File: config.mk
export PLATFORM = sky130hd
export DESIGN_NAME = memTagAccessStage
export DESIGN_NICKNAME = d
export VERILOG_FILES = /design/src/logic/memOpPkg.sv /design/src/logic/recoveryPkg.sv /design/src/logic/stageReg.sv /design/src/logic/loadResolve.sv /design/src/logic/storeResolve.sv /design/src/logic/memTagAccessStage.sv
export SDC_FILE = /design/constraint.sdc
export NUM_CORES = 1
export LEC_CHECK = 0
export BUFFER_PORTS_ARGS = -buffer_cell sky130_fd_sc_hd__buf_2
export CAP_MARGIN = 20
export CORE_AREA = 5 5 247 249
export CTS_CLUSTER_DIAMETER = 200
export CTS_CLUSTER_SIZE = 20
export DETAILED_ROUTE_END_ITERATION = 10
export DIE_AREA = 0 0 252 254
export PLACE_DENSITY_LB_ADDON = 0.12
export SLEW_MARGIN = 30
export SYNTH_ARGS = -nofsm -noshare
export SYNTH_HDL_FRONTEND = slang
export SYNTH_HIERARCHICAL = 1
export SYNTH_SLANG_ARGS = --single-unit
File: constraint.sdc
create_clock -name clk -period 5.1 [get_ports clk]
set_input_delay 0.51 -clock clk [delete_from_list [all_inputs] [get_ports clk]]
set_output_delay 0.51 -clock clk [all_outputs]
set_load 0.05 [all_outputs]
File: src/logic/memOpPkg.sv
/*
 * Memory micro-op types for the tag-access stage.
 * Covers op payloads, load/store unit results, execution states
 * and the replay queue record. Imported by the lane resolvers.
 */
`default_nettype none

package memOpPkg;

    localparam int addrWidth          = 32;
    localparam int dataWidth          = 32;
    localparam int lineByteBits       = 4;
    localparam int indexSubsetBits    = 4;
    localparam int activeListPtrWidth = 6;
    localparam int mshrNum            = 4;
    localparam int mshrIdWidth        = $clog2(mshrNum);

    typedef enum logic [1:0] {
        sizeByte,
        sizeHalf,
        sizeWord
    } accessSize_t;

    typedef enum logic [3:0] {
        notFinished,
        success,
        refetchThis,
        refetchNext,
        faultLoadViolation,
        faultLoadMisaligned,
        faultStoreViolation,
        faultStoreMisaligned
    } execState_t;

    // One op as held in a lane register
    typedef struct packed {
        logic [activeListPtrWidth-1:0] activeListPtr;
        logic [addrWidth-1:0]          pc;
        logic [addrWidth-1:0]          addr;
        accessSize_t                   accessSize;
        logic                          mapIllegal;
        logic [dataWidth-1:0]          dataIn;
        logic                          regValid;
        logic                          hasAllocatedMshr;
        logic [mshrIdWidth-1:0]        mshrId;
    } memOp_t;

    // Load lane status returned by the LSU in the same cycle
    typedef struct packed {
        logic                   storeLoadForwarded;
        logic                   forwardMiss;
        logic                   dcReadHit;
        logic                   mshrReadHit;
        logic                   mshrAddrHit;
        logic                   allocatedMshr;
        logic [mshrIdWidth-1:0] allocatedMshrId;
        logic [mshrIdWidth-1:0] addrHitMshrId;
    } lsuLoadResult_t;

    typedef struct packed {
        logic                 execute;
        logic [addrWidth-1:0] addr;
        logic [dataWidth-1:0] data;
        accessSize_t          accessSize;
    } lsuAccess_t;

    typedef struct packed {
        logic                          record;
        logic [activeListPtrWidth-1:0] activeListPtr;
        logic [addrWidth-1:0]          pc;
        logic                          hasAllocatedMshr;
        logic [mshrIdWidth-1:0]        mshrId;
        logic                          addrHit;
        logic [indexSubsetBits-1:0]    addrSubset;
    } replayRecord_t;

    typedef struct packed {
        logic                          valid;
        logic                          regValid;
        execState_t                    execState;
        logic [activeListPtrWidth-1:0] activeListPtr;
        logic [addrWidth-1:0]          pc;
        logic [addrWidth-1:0]          addr;
        logic                          hasAllocatedMshr;
        logic [mshrIdWidth-1:0]        mshrId;
    } stageOut_t;

    // Natural alignment check per access size
    function automatic logic isMisaligned(input logic [addrWidth-1:0] addr,
                                          input accessSize_t size);
        case (size)
            sizeHalf: return addr[0];
            sizeWord: return |addr[1:0];
            default:  return 1'b0;
        endcase
    endfunction

endpackage

`default_nettype wire

File: src/logic/recoveryPkg.sv
/*
 * Pipeline control and recovery flush types.
 * inFlushRange tells whether an active-list pointer is being squashed.
 */
`default_nettype none

package recoveryPkg;

    typedef struct packed {
        logic                                     toRecoveryPhase;
        logic                                     flushAll;
        logic [memOpPkg::activeListPtrWidth-1:0] headPtr;
        logic [memOpPkg::activeListPtrWidth-1:0] tailPtr;
    } flushCtrl_t;

    typedef struct packed {
        logic stall;
        logic clear;
    } stageCtrl_t;

    // Half-open range [head, tail), wrapping when head is past tail
    function automatic logic inFlushRange(
        input flushCtrl_t                              f,
        input logic [memOpPkg::activeListPtrWidth-1:0] ptr
    );
        logic inRange;
        if (f.headPtr < f.tailPtr) begin
            inRange = (ptr >= f.headPtr) && (ptr < f.tailPtr);
        end else if (f.headPtr > f.tailPtr) begin
            inRange = (ptr >= f.headPtr) || (ptr < f.tailPtr);
        end else begin
            // Empty range
            inRange = 1'b0;
        end
        return f.toRecoveryPhase && (f.flushAll || inRange);
    endfunction

endpackage

`default_nettype wire

File: src/logic/stageReg.sv
/*
 * Lane pipeline register with a valid bit, generic over the payload.
 * Holds under stall; live marks an op that may act this cycle.
 */
`timescale 1ns/1ps
`default_nettype none

module stageReg #(
    parameter type payload_t = logic
) (
    input  wire logic                    clk,
    input  wire logic                    rstN,
    input  wire recoveryPkg::stageCtrl_t ctrl,
    input  wire logic                    inValid,
    input  wire payload_t                in,
    output payload_t                     op,
    output logic                         live
);

    logic validQ;

    always_ff @(posedge clk or negedge rstN) begin
        if (!rstN) begin
            validQ <= 1'b0;
        end else if (!ctrl.stall) begin
            validQ <= inValid;
        end
    end

    // Payload only matters while validQ is set
    always_ff @(posedge clk) begin
        if (!ctrl.stall) begin
            op <= in;
        end
    end

    assign live = validQ && !ctrl.stall && !ctrl.clear;

    // An unknown stall or valid would corrupt the held op
    ctrlKnown: assert property (@(posedge clk) disable iff (!rstN)
        !$isunknown({ctrl, inValid}));

endmodule

`default_nettype wire

File: src/logic/loadResolve.sv
/*
 * Load lane resolution in the tag-access stage.
 * Picks the result source, sets the execution state and faults,
 * strobes the LSU and builds the replay record for missed loads.
 */
`timescale 1ns/1ps
`default_nettype none

module loadResolve (
    input  wire memOpPkg::memOp_t          op,
    input  wire logic                      live,
    input  wire recoveryPkg::flushCtrl_t   flush,
    input  wire memOpPkg::lsuLoadResult_t  lsu,
    output memOpPkg::stageOut_t            out,
    output memOpPkg::lsuAccess_t           access,
    output logic                           dcReadCancel,
    output memOpPkg::replayRecord_t        replay
);
    import memOpPkg::*;
    import recoveryPkg::*;

    logic                   updated;
    logic                   hasMshr;
    logic [mshrIdWidth-1:0] mshrId;
    logic                   hit;
    logic                   regValid;
    execState_t             state;

    always_comb begin
        updated = live && !inFlushRange(flush, op.activeListPtr);

        // MSHR ownership; an earlier allocation wins over this cycle's
        if (op.hasAllocatedMshr) begin
            hasMshr = 1'b1;
            mshrId  = op.mshrId;
        end else begin
            hasMshr = lsu.allocatedMshr;
            if (lsu.allocatedMshr) begin
                mshrId = lsu.allocatedMshrId;
            end else if (lsu.mshrAddrHit) begin
                mshrId = lsu.addrHitMshrId;
            end else begin
                mshrId = op.mshrId;
            end
        end

        // Data source priority
        if (lsu.storeLoadForwarded) begin
            hit = !lsu.forwardMiss;
        end else if (hasMshr) begin
            hit = lsu.mshrReadHit;
        end else if (lsu.mshrReadHit) begin
            hit = 1'b1;
        end else begin
            hit = lsu.dcReadHit;
        end
        regValid = hit && op.regValid;

        if (!updated || !regValid) begin
            state = notFinished;
        end else begin
            state = success;
        end

        // Faults only replace a clean finish
        if (state == success) begin
            if (op.mapIllegal) begin
                state = faultLoadViolation;
            end else if (isMisaligned(op.addr, op.accessSize)) begin
                state = faultLoadMisaligned;
            end
        end

        if (live) begin
            forwardMissNeedsForward: assert (!lsu.forwardMiss || lsu.storeLoadForwarded)
                else $error("forwardMiss without storeLoadForwarded");
        end
    end

    // Forwarded data makes the cache read pointless
    assign dcReadCancel = updated && lsu.storeLoadForwarded;

    assign access.execute    = updated;
    assign access.addr       = op.addr;
    assign access.data       = op.dataIn;
    assign access.accessSize = op.accessSize;

    assign replay.record           = updated && !regValid;
    assign replay.activeListPtr    = op.activeListPtr;
    assign replay.pc               = op.pc;
    assign replay.hasAllocatedMshr = hasMshr;
    assign replay.mshrId           = mshrId;
    assign replay.addrHit          = lsu.mshrAddrHit;
    assign replay.addrSubset       = op.addr[lineByteBits +: indexSubsetBits];

    assign out.valid            = updated;
    assign out.regValid         = regValid;
    assign out.execState        = state;
    assign out.activeListPtr    = op.activeListPtr;
    assign out.pc               = op.pc;
    assign out.addr             = op.addr;
    assign out.hasAllocatedMshr = hasMshr;
    assign out.mshrId           = mshrId;

endmodule

`default_nettype wire

File: src/logic/storeResolve.sv
/*
 * Store lane resolution in the tag-access stage.
 * Flags memory-order violations, checks faults and strobes the LSU.
 */
`timescale 1ns/1ps
`default_nettype none

module storeResolve (
    input  wire memOpPkg::memOp_t        op,
    input  wire logic                    live,
    input  wire recoveryPkg::flushCtrl_t flush,
    input  wire logic                    conflict,
    output memOpPkg::stageOut_t          out,
    output memOpPkg::lsuAccess_t         access,
    output logic                         orderViolation,
    output memOpPkg::replayRecord_t      replay
);
    import memOpPkg::*;
    import recoveryPkg::*;

    logic       updated;
    execState_t state;

    always_comb begin
        updated        = live && !inFlushRange(flush, op.activeListPtr);
        orderViolation = 1'b0;

        if (!updated || !op.regValid) begin
            state = notFinished;
        end else if (conflict) begin
            // Store itself is fine, younger loads must refetch
            state          = refetchNext;
            orderViolation = 1'b1;
        end else begin
            state = success;
        end

        if (state inside {success, refetchNext}) begin
            if (op.mapIllegal) begin
                state = faultStoreViolation;
            end else if (isMisaligned(op.addr, op.accessSize)) begin
                state = faultStoreMisaligned;
            end
        end
    end

    assign access = '{execute: updated, addr: op.addr, data: op.dataIn,
                      accessSize: op.accessSize};

    // Stores never own an MSHR
    assign replay = '{record: updated && !op.regValid, activeListPtr: op.activeListPtr,
                      pc: op.pc, hasAllocatedMshr: 1'b0, mshrId: '0, addrHit: 1'b0,
                      addrSubset: op.addr[lineByteBits +: indexSubsetBits]};

    assign out = '{valid: updated, regValid: op.regValid, execState: state,
                   activeListPtr: op.activeListPtr, pc: op.pc, addr: op.addr,
                   hasAllocatedMshr: 1'b0, mshrId: '0};

endmodule

`default_nettype wire

File: src/logic/memTagAccessStage.sv
/*
 * Tag-access stage of the memory pipeline, one load and one store lane.
 * Each lane registers its op for one cycle, then resolves it
 * combinationally against LSU status and the recovery flush range.
 */
`timescale 1ns/1ps
`default_nettype none

module memTagAccessStage (
    input  wire logic                     clk,
    input  wire logic                     rstN,
    input  wire recoveryPkg::stageCtrl_t  ctrl,
    input  wire recoveryPkg::flushCtrl_t  flush,
    input  wire memOpPkg::memOp_t         ldIn,
    input  wire logic                     ldInValid,
    input  wire memOpPkg::memOp_t         stIn,
    input  wire logic                     stInValid,
    input  wire memOpPkg::lsuLoadResult_t ldLsu,
    input  wire logic                     stConflict,
    output memOpPkg::stageOut_t           ldOut,
    output memOpPkg::stageOut_t           stOut,
    output memOpPkg::lsuAccess_t          ldAccess,
    output memOpPkg::lsuAccess_t          stAccess,
    output logic                          dcReadCancel,
    output logic                          orderViolation,
    output memOpPkg::replayRecord_t       ldReplay,
    output memOpPkg::replayRecord_t       stReplay
);
    import memOpPkg::*;

    memOp_t ldOp;
    memOp_t stOp;
    logic   ldLive;
    logic   stLive;

    // Load lane
    stageReg #(.payload_t(memOp_t)) ldReg (
        .clk     (clk),
        .rstN    (rstN),
        .ctrl    (ctrl),
        .inValid (ldInValid),
        .in      (ldIn),
        .op      (ldOp),
        .live    (ldLive)
    );

    loadResolve loadResolve_inst (
        .op           (ldOp),
        .live         (ldLive),
        .flush        (flush),
        .lsu          (ldLsu),
        .out          (ldOut),
        .access       (ldAccess),
        .dcReadCancel (dcReadCancel),
        .replay       (ldReplay)
    );

    // Store lane
    stageReg #(.payload_t(memOp_t)) stReg (
        .clk     (clk),
        .rstN    (rstN),
        .ctrl    (ctrl),
        .inValid (stInValid),
        .in      (stIn),
        .op      (stOp),
        .live    (stLive)
    );

    storeResolve storeResolve_inst (
        .op             (stOp),
        .live           (stLive),
        .flush          (flush),
        .conflict       (stConflict),
        .out            (stOut),
        .access         (stAccess),
        .orderViolation (orderViolation),
        .replay         (stReplay)
    );

endmodule

`default_nettype wire

# After elaboration in Yosys (flattened, before gate mapping)

Cells that the tools add are included.

Output and inout bits: 388
Memory bits (read-only): 0
Bits in writable memories: 0
Word-level logic and storage cells: 91
Register bits after elaboration: 217
Bits in latches: 0
Bits of input ports: 249
Memories: 0

Eq/ne operators: 7
Bitwise gates (word level): 0
Magnitude comparators: 6
Reductions and logical operators: 32
Shift-type cells: 0
$add $sub $neg: 0
Div/mod/pow operators: 0
Multiply operators: 0
Muxes and demuxes: 28

Operators by type and width:

| kind                                          | count |
|---|---|
| 2-to-1 mux 4 bit                              | 6 |
| < comparator 6 bit                            | 3 |
| 2-to-1 mux 1 bit                              | 15 |
| logical AND 1 bit                             | 14 |
| >= comparator 6 bit                           | 2 |
| logical NOT 1 bit                             | 9 |
| 2-to-1 mux 2 bit                              | 4 |
| greater-than comparator 6 bit                 | 1 |
| logical OR 1 bit                              | 6 |
| == test 2 x 1 -> 1 bit, second input constant | 2 |
| == test 2 bit, second input constant          | 2 |
| == test 4 x 1 -> 1 bit, second input constant | 1 |
| == test 4 x 2 -> 1 bit, second input constant | 1 |
| one-hot mux 1 bit (2 select lines)            | 2 |
| OR reduction 2 bit                            | 2 |
| 2-to-1 mux 3 bit                              | 1 |
| nonzero test 2 bit                            | 1 |
| == test 1 bit, second input constant          | 1 |

# Longest topological paths before layout

Word-level depth: 17
Depth in mapped cells: 9
Mapped depth without buffers: 8

# Hierarchy

Netlist, hierarchy kept.

Modules (own cells, without submodules):

| module       | instances | cells each | area each (µm²) | seq. area each (µm²) |
|---|---|---|---|---|
| stageReg     | 2         | 113        | 3324.4          | 3298.2 |
| loadResolve  | 1         | 270        | 1999.4          | 0.0 |
| storeResolve | 1         | 261        | 1934.4          | 0.0 |

# Least setup slack after synthesis

Ideal clock, no wire load.

Path kind: input to output
Start point: input flush[5] in the netlist's numbering
End point: output stReplay[46] in the netlist's numbering
Arrival time: 2.852 ns
Required time: 4.590 ns
Setup slack: 1.738 ns
Buffers on the path: 0
Stages: 8
Cell sequence: inv_1 > ha_1 > and4_1 > o21a_1 > o21ai_1 > a21oi_1 > o31a_1 > nor3b_1

RTL lines:

| element            | line                    | RTL |
|---|---|---|
| start: declaration | memTagAccessStage.sv:13 | `input wire recoveryPkg::flushCtrl_t flush,` |
| end: declaration   | memTagAccessStage.sv:27 | `output memOpPkg::replayRecord_t stReplay` |

==> summary.md <==
| Metric | Value |
|---|---|
| Status | `finished, final reports clean` |
| Clock buffer depth | `3` |
| First-pass iteration count of the detailed router | `4` |
| Crit path required time | `roughly 4.6 ns` |
| Worst-path clk slew | `0.10 ns` |
| R2R cell count | `1` |
| Die width | `252 um` |
| Global-route wire length before repair | `between 40000 and 50000 um` |
| DRC | `0` |
| Fin worst setup slack | `1.68 ns` |
| Final HPWL DP | `26800 um` |
| Worst skew pair latency | `approximately 0.49 ns` |
| Met3 WL | `2200 um` |
| GRT Total Usage | `0.0914` |
| Crit end category | `output pin` |
| Num CTS Buffers | `14` |
| Remaining antenna violation count | `0` |
| Largest net degree at the start of global routing | `54` |
| Final Cycle Share | `0.670` |
| HP Start | `ldIn[96]` |
| Area of the die | `~64000 sq um` |
| Tightest Pin Transition | `0.709 ns` |
| Slew HR | `0.528` |
| Setup violators final | `0` |
| Min-Delay Path Class | `input port to register` |
| Peak supply drop | `between 150 and 200 uV` |
| Met2 WL post-DR | `17900 um` |
| Max Freq | `292 MHz` |
| Max cap viols | `0` |
| DR vias | `5812` |
| Top layer in use | `met5` |
| CTS tree | `done` |
| Final slew viol count | `0` |
| Post-route cell area | `around 12000 sq um` |
| Worst Path Arrival | `2.91 ns` |
| Syn Area/Cell | `13.9 sq um` |
| Worst slack, placed | `1.96 ns` |
| Synthesized area | `10500 sq um` |
| Warnings, synthesis | `6` |
| Leakage power | `around 5.5 nW` |
| Vias in the first global route | `around 6100` |
| Clock Skew | `0 ns` |
| Clk Tree Root Cell | `clkbuf_16` |
| WL/cell | `17.9 um` |
| Port bufs | `between 600 and 700` |
| RSZ-0062 raised after global routing | `no` |
| IO Count | `~640` |
| End-of-flow core utilization | `0.209` |
| RD Place Congestion | `0.735` |
| Row cnt | `between 80 and 90` |
| Initial core utilization | `0.179` |
| Setup TNS Final | `0 ns` |
| WS Path Type | `register to output pin` |
| Critical path startpoint | `ldReg/op[105]$_DFFE_PN_` |
| CTS sink cnt | `217` |
| Startpoint types | `register` |
| Post-CTS resize count | `0` |
| Cells after Synth | `approximately 750` |
| Final Critical Period | `3.42 ns` |
| Placement Cell Area | `around 12000 sq um` |
| Layout cells sized above 1 | `0.631` |
| Area Growth Syn to Fin | `16.7%` |
| Initial antenna violation count | `7` |
| Min-Delay Path Depth | `1` |
| Core Region | `58500 sq um` |
| RR Startpoint | `stReg/validQ$_DFFE_PN0N_` |
| Worst-path fanout max | `5` |
| CTS H-tree lvls | `1` |
| Die height | `between 200 and 300 um` |
| Met1 Wirelength | `11800 um` |
| Endpoints failing hold | `0` |
| GRT overflow | `0` |
| DR vias/cell | `3.21` |
| Final layout net count | `1317` |
| Routed WL | `32400 um` |
| Power density over the cells | `between 300 and 400 nW/um^2` |
| DR iter-0 viols | `214` |
[worst paths after layout]
check	to	slack [ns]
max in group asynchronous	ldReg/validQ$_DFFE_PN0N_	4.67
hold / removal	ldReg/op[96]$_DFFE_PN_	0.17
setup / recovery	ldOut[78]	1.68
min in group asynchronous	stReg/validQ$_DFFE_PN0N_	0.34
setup reg to reg	stReg/validQ$_DFFE_PN0N_	4.36
hold reg to reg	ldReg/validQ$_DFFE_PN0N_	0.51
[flip-flops by register name, indices dropped and copies added, names as in the netlist]
| name | flops |
|---|---|
| ldReg/validQ | 1 |
| ldReg/op | 109 |
| stReg/validQ | 1 |
| stReg/op | 106 |
[worst max-delay path, stage by stage (launching register included)]
cell	delay, ns
edfxtp_1	0.53
ha_1	0.34
nand4_1	0.09
o221a_2	0.29
a221oi_1	0.30
o31a_1	0.46
nor2b_1	0.15
buf_2	0.24
[layout make-up]
cell class | instances | area, sq um
fill | 6401 | 46200
sequential | 217 | 6510
timing repair buffer | 629 | 3170
multi-input combinational | 137 | 1070
tap | 773 | 967
clock buffer | 20 | 394
inverter | 31 | 121
antenna | 3 | 7.51
clock inverter | 1 | 3.75
[placed cells by master, fill, tap and decap left out, types with 2 or more instances in the layout]
cell type and n:
a21oi_1 19, a22oi_1 2, and4_1 2, buf_2 623
buf_4 5, clkbuf_1 5, clkbuf_16 15, conb_1 10
dfrtp_1 2, diode_2 3, edfxtp_1 215, ha_1 38
inv_1 29, inv_4 2, mux2_4 2, nand2_1 13
nand2b_1 4, nand4_1 4, nor2_1 4, nor2b_1 5
nor3_1 4, nor3b_1 3, nor3b_2 2, o21a_1 2
o21ai_0 5, o21ai_1 2, o221a_2 2, o221ai_1 2
o31a_1 2
[metal layers]
layer	vias to the layer above	GRT usage
met5	-	0
li1	2752	-
met3	31	0.0247
met2	215	0.174
met4	4	0.0225
met1	2810	0.101
[power by group]
group          leakage (nW)  total (mW)  switching [mW]  internal, mW
Sequential             2.13        2.21          0.0868          2.12
Combinational          3.16        1.33            1.06         0.264
Clock                 0.192        1.16           0.621         0.542
[metrics by stage]
stage                     instances  hold slack [ns]  total power [mW]
after global placement         1786            0.300              3.60
after detailed placement       1786            0.301              3.59
after floorplan                 762            0.214              3.50
after CTS                      1808            0.121              4.82
final                          1811            0.170              4.70
after global routing           1809            0.120              4.94
[timing repair]
action	4_1_cts	5_1_grt
hold buffers	1	0
hold endpoints to repair	2	0
buffers inserted	0	0
Note: power is estimated with default switching activity, not from simulation.
